<file path="src/cpu_defines.svh">
`ifndef CPU_DEFINES_SVH
`define CPU_DEFINES_SVH

// data word and address width
`define CPU_WIDTH 32

// one instruction or immediate
`define CPU_HALF 16

// register code width, code 7 is the instruction pointer
`define CPU_REG_BITS 3

// flags word
`define CPU_FLAGS 4
`define CPU_FLAG_C 0
`define CPU_FLAG_S 1
`define CPU_FLAG_O 2
`define CPU_FLAG_Z 3

`endif

</file>
<file path="src/cpu_isa_pkg.sv">
package cpu_isa_pkg;

	`include "cpu_defines.svh"

	typedef logic [`CPU_WIDTH-1:0] word_t;
	typedef logic [`CPU_HALF-1:0] half_t;
	typedef logic [`CPU_REG_BITS-1:0] reg_code_t;
	typedef logic [`CPU_FLAGS-1:0] flags_t;

	// instruction bits 15..12
	typedef enum logic [3:0] {
		ADD   = 4'd0,
		ADC   = 4'd1,
		SUB   = 4'd2,
		AND   = 4'd3,
		OR    = 4'd4,
		XOR   = 4'd5,
		SHL   = 4'd6,
		SHR   = 4'd7,
		MOVR  = 4'd8,
		MOVL  = 4'd9,
		MOVH  = 4'd10,
		MOVF  = 4'd11,
		JMP   = 4'd12,
		LOAD  = 4'd13,
		STORE = 4'd14,
		NOP   = 4'd15
	} opcode_t;

	// jump condition, bits 5..4 of JMP
	typedef enum logic [1:0] {
		ALWAYS = 2'd0,
		ZERO   = 2'd1,
		CARRY  = 2'd2,
		SIGN   = 2'd3
	} cond_t;

	// reads give the current word address, writes redirect fetch
	localparam reg_code_t IP_CODE = 3'd7;

endpackage

</file>
<file path="src/cpu_pipe_pkg.sv">
package cpu_pipe_pkg;

	import cpu_isa_pkg::*;

	typedef enum logic [1:0] {
		PART_NONE = 2'd0,
		PART_LOW  = 2'd1,
		PART_HIGH = 2'd2
	} part_sel_t;

	typedef struct packed {
		half_t instr;
		word_t addr;
		// set when instr is the lower half of the word
		logic  lower;
		// lower half, immediate of a long move
		half_t ext;
	} fetch_out_t;

	typedef struct packed {
		opcode_t   op;
		reg_code_t op1;
		reg_code_t op2;
		logic      suffix;
		cond_t     cond;
		half_t     imm;
	} dec_out_t;

	typedef struct packed {
		logic      we;
		reg_code_t dest;
		word_t     result;
		part_sel_t part;
		logic      mem_req;
		logic      mem_we;
		word_t     addr;
		word_t     data;
		logic      jump;
	} exe_out_t;

	typedef enum logic {
		IDLE     = 1'b0,
		MEM_WAIT = 1'b1
	} wb_state_t;

endpackage

</file>
<file path="src/cpu_core.sv">
`timescale 1ns/1ps

module cpu_core import cpu_isa_pkg::*, cpu_pipe_pkg::*; (
	input  logic  clk,
	input  logic  rst_n,
	output word_t instr_addr,
	input  word_t instruction,
	output word_t address,
	output word_t writedata,
	output logic  wren,
	output logic  request,
	input  word_t readdata,
	input  logic  response
);

	logic       fetch_valid;
	fetch_out_t fetch_out;
	logic       dec_valid;
	dec_out_t   dec_out;
	logic       exe_valid;
	exe_out_t   exe_out;
	reg_code_t  rd_a_code;
	reg_code_t  rd_b_code;
	word_t      rd_a;
	word_t      rd_b;
	logic       wr_en;
	reg_code_t  wr_code;
	word_t      wr_data;
	logic       redirect;
	word_t      redirect_addr;
	logic       retire;

	cpu_fetch cpu_fetch_inst (
		.clk           (clk),
		.rst_n         (rst_n),
		.retire        (retire),
		.redirect      (redirect),
		.redirect_addr (redirect_addr),
		.instr_addr    (instr_addr),
		.instruction   (instruction),
		.fetch_valid   (fetch_valid),
		.fetch_out     (fetch_out)
	);

	cpu_decode cpu_decode_inst (
		.clk         (clk),
		.rst_n       (rst_n),
		.fetch_valid (fetch_valid),
		.fetch_out   (fetch_out),
		.dec_valid   (dec_valid),
		.dec_out     (dec_out)
	);

	// code 7 reads back the word address being executed
	cpu_regfile cpu_regfile_inst (
		.clk       (clk),
		.rst_n     (rst_n),
		.rd_a_code (rd_a_code),
		.rd_b_code (rd_b_code),
		.rd_a      (rd_a),
		.rd_b      (rd_b),
		.cur_addr  (instr_addr),
		.wr_en     (wr_en),
		.wr_code   (wr_code),
		.wr_data   (wr_data)
	);

	cpu_execute cpu_execute_inst (
		.clk       (clk),
		.rst_n     (rst_n),
		.dec_valid (dec_valid),
		.dec_out   (dec_out),
		.rd_a      (rd_a),
		.rd_b      (rd_b),
		.rd_a_code (rd_a_code),
		.rd_b_code (rd_b_code),
		.exe_valid (exe_valid),
		.exe_out   (exe_out)
	);

	// port A still addresses op1 here, so it doubles as the merge read
	cpu_mem_wb cpu_mem_wb_inst (
		.clk           (clk),
		.rst_n         (rst_n),
		.exe_valid     (exe_valid),
		.exe_out       (exe_out),
		.address       (address),
		.writedata     (writedata),
		.wren          (wren),
		.request       (request),
		.readdata      (readdata),
		.response      (response),
		.wr_en         (wr_en),
		.wr_code       (wr_code),
		.wr_data       (wr_data),
		.rd_old        (rd_a),
		.redirect      (redirect),
		.redirect_addr (redirect_addr),
		.retire        (retire)
	);

endmodule

</file>
<file path="src/cpu_decode.sv">
`timescale 1ns/1ps

module cpu_decode import cpu_isa_pkg::*, cpu_pipe_pkg::*; (
	input  logic       clk,
	input  logic       rst_n,
	input  logic       fetch_valid,
	input  fetch_out_t fetch_out,
	output logic       dec_valid,
	output dec_out_t   dec_out
);

	opcode_t  raw_op;
	logic     long_move;
	dec_out_t dec_nxt;

	assign raw_op = opcode_t'(fetch_out.instr[15:12]);
	assign long_move = raw_op inside {MOVL, MOVH};

	always_comb begin
		dec_nxt.op1 = fetch_out.instr[11:9];
		dec_nxt.op2 = fetch_out.instr[8:6];
		dec_nxt.suffix = fetch_out.instr[5];
		dec_nxt.cond = cond_t'(fetch_out.instr[5:4]);

		// a long move needs the lower half as its immediate,
		// so one sitting in the lower half has nothing to take
		if (long_move && fetch_out.lower) begin
			dec_nxt.op = NOP;
		end else begin
			dec_nxt.op = raw_op;
		end

		if (long_move) begin
			dec_nxt.imm = fetch_out.ext;
		end else begin
			dec_nxt.imm = '0;
		end
	end

	always_ff @(posedge clk or negedge rst_n) begin
		if (!rst_n) begin
			dec_valid <= 1'b0;
			dec_out <= '{
				op: NOP,
				op1: '0,
				op2: '0,
				suffix: 1'b0,
				cond: ALWAYS,
				imm: '0
			};
		end else begin
			dec_valid <= fetch_valid;
			// fields stay put until the next issue
			if (fetch_valid) begin
				dec_out <= dec_nxt;
			end
		end
	end

endmodule

</file>
<file path="src/cpu_execute.sv">
`timescale 1ns/1ps

`include "cpu_defines.svh"

module cpu_execute import cpu_isa_pkg::*, cpu_pipe_pkg::*; (
	input  logic      clk,
	input  logic      rst_n,
	input  logic      dec_valid,
	input  dec_out_t  dec_out,
	input  word_t     rd_a,
	input  word_t     rd_b,
	output reg_code_t rd_a_code,
	output reg_code_t rd_b_code,
	output logic      exe_valid,
	output exe_out_t  exe_out
);

	localparam int MSB = `CPU_WIDTH - 1;

	flags_t                flags_q;
	flags_t                flags_nxt;
	logic                  alu_op;
	logic                  carry_in;
	logic                  take;
	logic [`CPU_WIDTH:0]   sum;
	word_t                 alu_res;
	exe_out_t              exe_nxt;

	// port A stays on op1 through writeback for half-word merges
	assign rd_a_code = dec_out.op1;
	assign rd_b_code = dec_out.op2;

	assign alu_op = dec_out.op inside {[ADD:SHR]};
	assign carry_in = (dec_out.op == ADC) ? flags_q[`CPU_FLAG_C] : 1'b0;
	// top bit is carry out, or borrow for SUB
	assign sum = (dec_out.op == SUB) ? {1'b0, rd_a} - {1'b0, rd_b} :
		{1'b0, rd_a} + {1'b0, rd_b} + {{`CPU_WIDTH{1'b0}}, carry_in};

	always_comb begin
		alu_res = '0;
		flags_nxt = flags_q;
		case (dec_out.op)
			ADD, ADC, SUB: begin
				alu_res = sum[MSB:0];
				flags_nxt[`CPU_FLAG_C] = sum[`CPU_WIDTH];
				if (dec_out.op == SUB) begin
					flags_nxt[`CPU_FLAG_O] = (rd_a[MSB] != rd_b[MSB]) &&
						(alu_res[MSB] != rd_a[MSB]);
				end else begin
					flags_nxt[`CPU_FLAG_O] = (rd_a[MSB] == rd_b[MSB]) &&
						(alu_res[MSB] != rd_a[MSB]);
				end
			end
			AND, OR, XOR: begin
				if (dec_out.op == AND) begin
					alu_res = rd_a & rd_b;
				end else if (dec_out.op == OR) begin
					alu_res = rd_a | rd_b;
				end else begin
					alu_res = rd_a ^ rd_b;
				end
				flags_nxt[`CPU_FLAG_C] = 1'b0;
				flags_nxt[`CPU_FLAG_O] = 1'b0;
			end
			SHL: begin
				alu_res = rd_b << 1;
				flags_nxt[`CPU_FLAG_C] = rd_b[MSB];
				flags_nxt[`CPU_FLAG_O] = 1'b0;
			end
			SHR: begin
				alu_res = rd_b >> 1;
				flags_nxt[`CPU_FLAG_C] = rd_b[0];
				flags_nxt[`CPU_FLAG_O] = 1'b0;
			end
			default: begin
				alu_res = '0;
			end
		endcase
		flags_nxt[`CPU_FLAG_S] = alu_res[MSB];
		flags_nxt[`CPU_FLAG_Z] = (alu_res == '0);
	end

	// jump condition against flags left by earlier instructions
	always_comb begin
		case (dec_out.cond)
			ALWAYS: take = 1'b1;
			ZERO: take = flags_q[`CPU_FLAG_Z];
			CARRY: take = flags_q[`CPU_FLAG_C];
			default: take = flags_q[`CPU_FLAG_S];
		endcase
	end

	always_comb begin
		exe_nxt = '0;
		exe_nxt.dest = dec_out.op1;
		case (dec_out.op)
			MOVR: begin
				exe_nxt.we = 1'b1;
				exe_nxt.result = rd_b;
			end
			MOVL: begin
				exe_nxt.we = 1'b1;
				exe_nxt.result = {{`CPU_HALF{1'b0}}, dec_out.imm};
				exe_nxt.part = PART_LOW;
			end
			MOVH: begin
				exe_nxt.we = 1'b1;
				exe_nxt.result = {dec_out.imm, {`CPU_HALF{1'b0}}};
				exe_nxt.part = PART_HIGH;
			end
			MOVF: begin
				exe_nxt.we = 1'b1;
				exe_nxt.result = word_t'(flags_q);
			end
			JMP: begin
				exe_nxt.jump = take;
				exe_nxt.result = rd_a;
			end
			LOAD: begin
				exe_nxt.we = 1'b1;
				exe_nxt.mem_req = 1'b1;
				exe_nxt.addr = rd_b;
			end
			STORE: begin
				exe_nxt.mem_req = 1'b1;
				exe_nxt.mem_we = 1'b1;
				exe_nxt.addr = rd_a;
				exe_nxt.data = rd_b;
			end
			NOP: begin
				exe_nxt.we = 1'b0;
			end
			default: begin
				// ALU ops write back only with the suffix
				exe_nxt.we = dec_out.suffix;
				exe_nxt.result = alu_res;
			end
		endcase
	end

	always_ff @(posedge clk or negedge rst_n) begin
		if (!rst_n) begin
			exe_valid <= 1'b0;
			flags_q <= '0;
		end else begin
			exe_valid <= dec_valid;
			if (dec_valid && alu_op) begin
				flags_q <= flags_nxt;
			end
		end
	end

	always_ff @(posedge clk) begin
		if (dec_valid) begin
			exe_out <= exe_nxt;
		end
	end

endmodule

</file>
<file path="src/cpu_fetch.sv">
`timescale 1ns/1ps

`include "cpu_defines.svh"

module cpu_fetch import cpu_isa_pkg::*, cpu_pipe_pkg::*; (
	input  logic       clk,
	input  logic       rst_n,
	input  logic       retire,
	input  logic       redirect,
	input  word_t      redirect_addr,
	output word_t      instr_addr,
	input  word_t      instruction,
	output logic       fetch_valid,
	output fetch_out_t fetch_out
);

	logic  half_lo;
	logic  started;
	logic  cur_long;
	word_t instr_addr_q;

	assign instr_addr = instr_addr_q;

	// long move in the upper half consumes the whole word
	assign cur_long = !half_lo &&
		(opcode_t'(instruction[`CPU_WIDTH-1 -: 4]) inside {MOVL, MOVH});

	always_comb begin
		fetch_out.instr = half_lo ? instruction[`CPU_HALF-1:0] :
			instruction[`CPU_WIDTH-1:`CPU_HALF];
		fetch_out.addr = instr_addr_q;
		fetch_out.lower = half_lo;
		fetch_out.ext = instruction[`CPU_HALF-1:0];
	end

	always_ff @(posedge clk or negedge rst_n) begin
		if (!rst_n) begin
			instr_addr_q <= '0;
			half_lo <= 1'b0;
			started <= 1'b0;
			fetch_valid <= 1'b0;
		end else begin
			// first issue right after reset, then one per retire
			fetch_valid <= retire || !started;
			started <= 1'b1;
			if (redirect) begin
				instr_addr_q <= redirect_addr;
				half_lo <= 1'b0;
			end else if (retire) begin
				if (half_lo || cur_long) begin
					instr_addr_q <= instr_addr_q + 1'b1;
					half_lo <= 1'b0;
				end else begin
					half_lo <= 1'b1;
				end
			end
		end
	end

endmodule

</file>
<file path="src/cpu_mem_wb.sv">
`timescale 1ns/1ps

`include "cpu_defines.svh"

module cpu_mem_wb import cpu_isa_pkg::*, cpu_pipe_pkg::*; (
	input  logic      clk,
	input  logic      rst_n,
	input  logic      exe_valid,
	input  exe_out_t  exe_out,
	output word_t     address,
	output word_t     writedata,
	output logic      wren,
	output logic      request,
	input  word_t     readdata,
	input  logic      response,
	output logic      wr_en,
	output reg_code_t wr_code,
	output word_t     wr_data,
	input  word_t     rd_old,
	output logic      redirect,
	output word_t     redirect_addr,
	output logic      retire
);

	wb_state_t state;
	word_t     merged;
	logic      ip_write;

	// half-word moves keep the other half of the destination
	always_comb begin
		case (exe_out.part)
			PART_LOW: merged = {rd_old[`CPU_WIDTH-1:`CPU_HALF], exe_out.result[`CPU_HALF-1:0]};
			PART_HIGH: merged = {exe_out.result[`CPU_WIDTH-1:`CPU_HALF], rd_old[`CPU_HALF-1:0]};
			default: merged = exe_out.result;
		endcase
	end

	assign ip_write = exe_out.we && exe_out.dest == IP_CODE;

	always_ff @(posedge clk or negedge rst_n) begin
		if (!rst_n) begin
			state <= IDLE;
			address <= '0;
			writedata <= '0;
			wren <= 1'b0;
			request <= 1'b0;
			wr_en <= 1'b0;
			wr_code <= '0;
			wr_data <= '0;
			redirect <= 1'b0;
			redirect_addr <= '0;
			retire <= 1'b0;
		end else begin
			wr_en <= 1'b0;
			redirect <= 1'b0;
			retire <= 1'b0;
			case (state)
				IDLE: begin
					if (exe_valid && exe_out.mem_req) begin
						request <= 1'b1;
						wren <= exe_out.mem_we;
						address <= exe_out.addr;
						writedata <= exe_out.data;
						wr_code <= exe_out.dest;
						state <= MEM_WAIT;
					end else if (exe_valid) begin
						wr_en <= exe_out.we && !ip_write;
						wr_code <= exe_out.dest;
						wr_data <= merged;
						redirect <= ip_write || exe_out.jump;
						redirect_addr <= exe_out.jump ? exe_out.result : merged;
						retire <= 1'b1;
					end
				end
				MEM_WAIT: begin
					// access held until the memory answers
					if (response) begin
						request <= 1'b0;
						wren <= 1'b0;
						retire <= 1'b1;
						if (!wren) begin
							wr_en <= wr_code != IP_CODE;
							wr_data <= readdata;
							redirect <= wr_code == IP_CODE;
							redirect_addr <= readdata;
						end
						state <= IDLE;
					end
				end
				default: state <= IDLE;
			endcase
		end
	end

endmodule

</file>
<file path="src/cpu_regfile.sv">
`timescale 1ns/1ps

module cpu_regfile import cpu_isa_pkg::*; (
	input  logic      clk,
	input  logic      rst_n,
	input  reg_code_t rd_a_code,
	input  reg_code_t rd_b_code,
	output word_t     rd_a,
	output word_t     rd_b,
	input  word_t     cur_addr,
	input  logic      wr_en,
	input  reg_code_t wr_code,
	input  word_t     wr_data
);

	// r0..r5 plus the stack pointer in r6
	word_t regs [0:6];

	assign rd_a = (rd_a_code == IP_CODE) ? cur_addr : regs[rd_a_code];
	assign rd_b = (rd_b_code == IP_CODE) ? cur_addr : regs[rd_b_code];

	always_ff @(posedge clk or negedge rst_n) begin
		if (!rst_n) begin
			for (int i = 0; i < 7; i++) begin
				regs[i] <= '0;
			end
		end else if (wr_en && wr_code != IP_CODE) begin
			regs[wr_code] <= wr_data;
		end
	end

endmodule

</file>
<file path="config.mk">
export PLATFORM = sky130hd
export DESIGN_NAME = cpu_core
export DESIGN_NICKNAME = d
export VERILOG_FILES = /design/src/cpu_isa_pkg.sv /design/src/cpu_pipe_pkg.sv /design/src/cpu_core.sv /design/src/cpu_decode.sv /design/src/cpu_execute.sv /design/src/cpu_fetch.sv /design/src/cpu_mem_wb.sv /design/src/cpu_regfile.sv
export VERILOG_INCLUDE_DIRS = /design/src
export SDC_FILE = /design/constraint.sdc
export NUM_CORES = 1
export LEC_CHECK = 0
export BUFFER_PORTS_ARGS = -buffer_cell sky130_fd_sc_hd__buf_2
export CORE_MARGIN = 4
export CORE_UTILIZATION = 28
export CTS_BUF_LIST = sky130_fd_sc_hd__clkbuf_16
export DETAILED_ROUTE_END_ITERATION = 8
export PLACE_DENSITY = 0.42
export SETUP_SLACK_MARGIN = 0.4
export SLEW_MARGIN = 20
export SYNTH_ARGS = -nofsm -noshare
export SYNTH_HDL_FRONTEND = slang
export SYNTH_HIERARCHICAL = 1
export SYNTH_SLANG_ARGS = --single-unit
export TNS_END_PERCENT = 100
</file>
<file path="constraint.sdc">
create_clock -name clk -period 5.95 [get_ports clk]
set_input_delay 0.8925 -clock clk [delete_from_list [all_inputs] [get_ports clk]]
set_output_delay 0.8925 -clock clk [all_outputs]
set_load 0.05 [all_outputs]
</file>
==> flow_summary.ini, run 1 <==
[outcome]
status = complete, no violations

[layout]
final_area_um2 = 38600
fin_cells = 4728
nets = 3225
area_delta_synth_final_pct = 13.3
drive_above_1_share_pct = 29.8

[route]
vias = 25669
drtIter0Drc = 2292
antenna_left = 0
dr.pass1.iters = 7
wl_per_cell_um = 27.0
routed_wirelength_um = 128000
drcViolationCount = 0
vias_per_cell = 5.43

[setup_path]
required_ns = 6.50
worst-setup-path-type = reg -> reg
worst-path-buf-inv = 4
start_kind = register
cp-end-kind = register
cp.arrival_ns = 5.86
worst_path_dominant_cell_family = compound AO/OA/AOI/OAI gates
cpMaxStageDelayCell = mux4_1
path_max_fanout = 15
path_common_cell = buf_4
path_cells = buf_12 -> buf_4 -> mux4_1 -> mux2_4 -> inv_1 -> ha_1 -> nor2b_1 -> a211oi_1 -> buf_4 -> nand4_1 -> or3_1 -> a31o_1 -> a221oi_1 -> xnor2_1 -> o221ai_1 -> a2111oi_2 -> nand3_1 -> o31ai_2
cpPeakStageDelay_ns = 0.62

[place]
gp_congestion = 0.863
io_buffers = 160
dp.cells = 4587
dp_hpwl_um = 89100
place_area_um2 = 36300

[yosys]
syn-cell-area_um2 = 34100
yosysWarnings = 6
syn_nets = 3144
syn_avg_cell_area_um2 = 11.4
synthCells = 2975

[clock_network]
clock_sinks = 535
tritoncts = built
numCtsBuffers = 68
clk_pin_slew_worst_paths_ns = 0.06
insertion_delay_ns = 0.66
cts-root-buf = clkbuf_16
cts_buffer_depth = 3
cts_max_level = 3
hold_buffers = 0

[floorplan]
dieArea_um2 = 127000
dieWidth_um = 357
initial_core_util_pct = 28.3
rows = 127
coreArea_um2 = 120000
ioPinCount = 165
chipHeight_um = 357

[global_route]
grt_use_total_pct = 19.7
grt_pass1_wl_um = 186000
grt_pass1_vias = 25655
antenna_found_initial = 6
grt_overflow = 0
grt_max_degree = 123

[timing]
relSlewSlack_pct = 26.2
finalHoldViolCount = 0
period_share_pct = 89.2
setup_violations = 0
post-route-min-period_ns = 5.31
grt_setup_unrepaired = false
worst_pin_slew_ns = 1.10
slew_violations = 0
fin_worst_skew_ns = 0.0341
finalSetupTns_ns = 0
fmax_mhz = 188

[min_path]
hold_path.class = in -> async

[job]
max_cap_violations = 0
-- state kept, by name, indices dropped and copies added (netlist names), 3 cells and up --
signal,count
cpu_decode_inst/dec_out,28
cpu_execute_inst/flags_q,4
cpu_mem_wb_inst/writedata,32
cpu_mem_wb_inst/address,32
cpu_mem_wb_inst/wr_code,3
cpu_mem_wb_inst/wr_data,32
cpu_fetch_inst/instr_addr,32
cpu_regfile_inst/regs,224
cpu_execute_inst/exe_out,105
cpu_mem_wb_inst/redirect_addr,32
-- cells in the final DEF (no fill, tap or decap), types with 36 or more instances in the layout --
| cell type | instances |
|---|---|
| dfrtp_1 | 417 |
| mux2_2 | 279 |
| nand2_1 | 185 |
| buf_2 | 159 |
| inv_1 | 140 |
| o21ai_0 | 136 |
| buf_4 | 125 |
| mux4_2 | 110 |
| edfxtp_1 | 105 |
| a21oi_1 | 101 |
| nor2_1 | 100 |
| ha_1 | 92 |
| mux2_1 | 81 |
| nor2b_1 | 80 |
| clkbuf_16 | 69 |
| nor3_1 | 61 |
| mux2_4 | 54 |
| a31oi_1 | 48 |
| nand3_1 | 43 |
| a22o_1 | 42 |
| nand3b_1 | 37 |
| a22oi_1 | 37 |
| a211oi_1 | 36 |
-- metrics by stage --
stage / hold WS (ns) / setup slack, ns / utilization [%]
after floorplan: 0.367 / 1.29 / -
after detailed placement: 0.397 / 0.489 / 30.2
after global placement: 0.395 / 0.448 / 30.2
after CTS: 0.315 / 0.456 / 31.9
final: 0.310 / 0.642 / 32.1
after global routing: 0.366 / 0.399 / 32.1
-- final cells by class --
type / instances / area [um2]
Timing Repair Buffer: 293 / 1890
Sequential cell: 535 / 13900
Multi-Input combinational cell: 2034 / 18100
Fill cell: 12261 / 81700
Clock buffer: 69 / 1730
Inverter: 124 / 465
Tap cell: 1612 / 2020
Antenna cell: 7 / 17.5
Clock inverter: 54 / 387
-- metal layers --
metal,global-route usage (%),wire (um),up-vias
met2,32.6,60900,650
met3,2.86,6390,118
met4,4.69,2500,4
met1,27.2,57800,13495
met5,0,21,-
li1,-,-,11402
-- worst paths after layout --
kind	startpoint	to	slack, ns	cells past startpoint
worst max-delay path	cpu_decode_inst/dec_out[22]	cpu_execute_inst/flags_q[3]	0.64	18
worst min-delay path	rst_n	cpu_mem_wb_inst/wr_data[20]	0.31	1
worst max register to register	cpu_decode_inst/dec_out[22]	cpu_execute_inst/flags_q[3]	0.64	18
min in group clk	cpu_fetch_inst/started	cpu_fetch_inst/fetch_valid	0.40	1
worst min register to register	cpu_fetch_inst/started	cpu_fetch_inst/fetch_valid	0.40	1
max in group asynchronous	rst_n	cpu_mem_wb_inst/redirect_addr[4]	4.21	2
-- repair_timing --
action | CTS | global route
setup buffers | 0 | 11
resized for setup | 0 | 17
setup endpoints to repair | 0 | 4
Power of run 1 is left out: the tool's default activity adds up to more than one toggle a clock period on the data nets, which glitch-free logic cannot reach.
==> inputs of run 2 (changes only) <==
SYNTH_HIERARCHICAL = not set   (was 1)
==> run 2 against run 1 <==
Fmax decreased by 2.0%. Sequential share of layout area is 0.25 points higher. Highest routed layer is now met4. Synthesized area fell by 7.8%. Cell area shrank 0.74%. Synthesized cell count down 4.5%. Register-to-register slack worse by 0.11 ns. Clock-buffer cell count shrank 1. Non-clock buffer count is 199 higher. Die area shrank 7.6%. Via count decreased by 2.4%. First-iteration DRC count is 18% lower.
==> flow_summary.ini, run 2 <==
[floorplan]
coreArea_um2 = 111000
rows = 122
dieWidth_um = 343
initial_core_util_pct = 28.3
chipHeight_um = 343
ioPinCount = 165
dieArea_um2 = 118000

[place]
io_buffers = 160
gp_congestion = 0.891
dp_hpwl_um = 88600

[clock_network]
cts_max_level = 3
insertion_delay_ns = 0.62
cts_buffer_depth = 3
clk_pin_slew_worst_paths_ns = 0.06
cts-root-buf = clkbuf_16
clock_sinks = 535
numCtsBuffers = 66
tritoncts = built
hold_buffers = 0

[yosys]
yosysTopAreaCellShare_pct = 33.9
postSynth.asyncResetShare_pct = 80.4
synthCells = 2841
ys_top_cells_by_area = dfrtp_1 (34%), mux2_2 (11%), edfxtp_1 (10%), mux4_2 (8.2%), mux2i_1 (4.7%)
yosysMostFrequentCell = dfrtp_1
ys.flop_type = dfrtp_1
netlist.top_cell.by_area = dfrtp_1
seq_area_frac_synth_pct = 44.3
syn-cell-area_um2 = 31400
synth_top_cells_by_count = dfrtp_1 (426), nand2_1 (324), mux2_2 (293)
post_synth_num_cell_types = 91
synth-seq-cells = 535
synth_edf_count = 105
yosysWarnings = 0
syn_avg_cell_area_um2 = 11.1
syn_nets = 3014

[setup_path]
regToRegEndpoint = cpu_execute_inst.flags_q[3]
cp-end-kind = register
cp-endpoint = cpu_execute_inst.flags_q[3]
path_max_fanout = 8
required_ns = 6.50
start_kind = register
cp.arrival_ns = 5.97
ff2ff_setup_slack_ns = 0.53
ff2ff_path_depth = 20
worst-setup-path-type = reg -> reg
crit_start = cpu_decode_inst.dec_out[19]
r2r-start = cpu_decode_inst.dec_out[19]

[timing]
post-route-min-period_ns = 5.42
slew_violations = 0
whs_ns = 0.155
grt_setup_unrepaired = false
period_share_pct = 91.1
worst_pin_slew_ns = 1.04
setup_violations = 0
finalSetupTns_ns = 0
finalHoldViolCount = 0
relSlewSlack_pct = 30.6
fmax_mhz = 185
fin_worst_skew_ns = 0.0388

[layout]
drive_above_1_share_pct = 33.0
area_delta_synth_final_pct = 22.0
final_common_cell = dfrtp_1
largest_reg_flops = 224
top_register = cpu_regfile_inst.regs
reg.largest.list = cpu_regfile_inst.regs (224), cpu_execute_inst.exe_out (105)
nets = 3377
layout_common_cells = dfrtp_1 (419), nand2_1 (322), buf_4 (315), mux2_2 (293), o21ai_0 (236)

[global_route]
grt_pass1_wl_um = 180000
antenna_found_initial = 4
grt_pass1_vias = 26105
grt_max_degree = 158
grt_use_total_pct = 20.6
grt_overflow = 0

[route]
drtIter0Drc = 1887
dr.pass1.iters = 7
wl_per_cell_um = 25.9
vias = 25049
drcViolationCount = 0
routed_wirelength_um = 123000
vias_per_cell = 5.28
antenna_left = 0

[min_path]
hold_path.class = in -> async

[outcome]
status = complete, no violations

[job]
max_cap_violations = 0
-- run 2: worst min path at each step --
stage                                 from                       endpoint  slack, ns  cells past startpoint
finish                               rst_n  cpu_mem_wb_inst.writedata[11]       0.15                      1
global route                         rst_n   cpu_mem_wb_inst.writedata[6]       0.14                      1
CTS                                  rst_n  cpu_mem_wb_inst.writedata[11]       0.11                      1
detailed placement  cpu_fetch_inst.started     cpu_fetch_inst.fetch_valid       0.41                      1
global placement    cpu_fetch_inst.started     cpu_fetch_inst.fetch_valid       0.40                      1
floorplan           cpu_fetch_inst.started     cpu_fetch_inst.fetch_valid       0.39                      1
-- run 2: layer usage --
metal | part of all wire, % | track usage [%]
met1 | 45 | 28.3
met2 | 46 | 32.7
met3 | 5.8 | 3.70
met4 | 3.4 | 7.12
met5 | 0 | 0
-- run 2: area by class of cell --
class | instances | area [um2]
multi-input combinational | 1989 | 16500
timing repair buffer | 492 | 3460
sequential | 535 | 13900
fill | 11169 | 72700
inverter | 120 | 453
clock inverter | 53 | 377
clock buffer | 68 | 1700
antenna | 2 | 5.00
tap | 1488 | 1860
-- run 2: kinds of logic after synthesis --
group / synth area share [%]
buf+inv: 4.03
mux: 24.2
xor+xnor: 1.73
compound gates: 12.7
simple gates: 8.64
flops: 44.3
other cells: 0.0119
fa+ha+maj: 4.29
-- run 2: metrics by stage --
| step | area, um2 | utilization [%] | instances | setup slack (ns) |
|---|---|---|---|---|
| 6_report | 38300 | 34.5 | 4747 | 0.532 |
| 5_1_grt | 38300 | 34.5 | 4745 | 0.402 |
| 4_1_cts | 38000 | 34.3 | 4735 | 0.400 |
| 3_5_place_dp | 35900 | 32.3 | 4613 | 0.0714 |
| 3_3_place_gp | 35900 | 32.3 | 4613 | 0.0977 |
| 2_1_floorplan | 31400 | - | 2841 | 0.492 |
-- run 2: what timing repair did --
action,CTS,global route
buffers inserted,1,10
setup endpoints to repair,1,1
cloned,0,0
gates resized for setup,18,38
pin swaps,1,8
-- run 2: worst max-delay path, cell delays in order, from the launching register on --
cell       delay, ns
dfrtp_4         0.54
mux4_2          0.54
o21ai_2         0.17
buf_4           0.17
fa_1            0.22
inv_1           0.08
fa_1            0.45
a211o_1         0.33
o211ai_2        0.12
a31oi_4         0.19
buf_4           0.18
a221o_1         0.38
a211oi_1        0.26
nor2_1          0.11
xnor2_1         0.17
a21o_1          0.23
a2111oi_2       0.30
buf_4           0.17
nand3_1         0.11
or4_1           0.56
nand2_1         0.09
Power of run 2 is left out for the same reason.
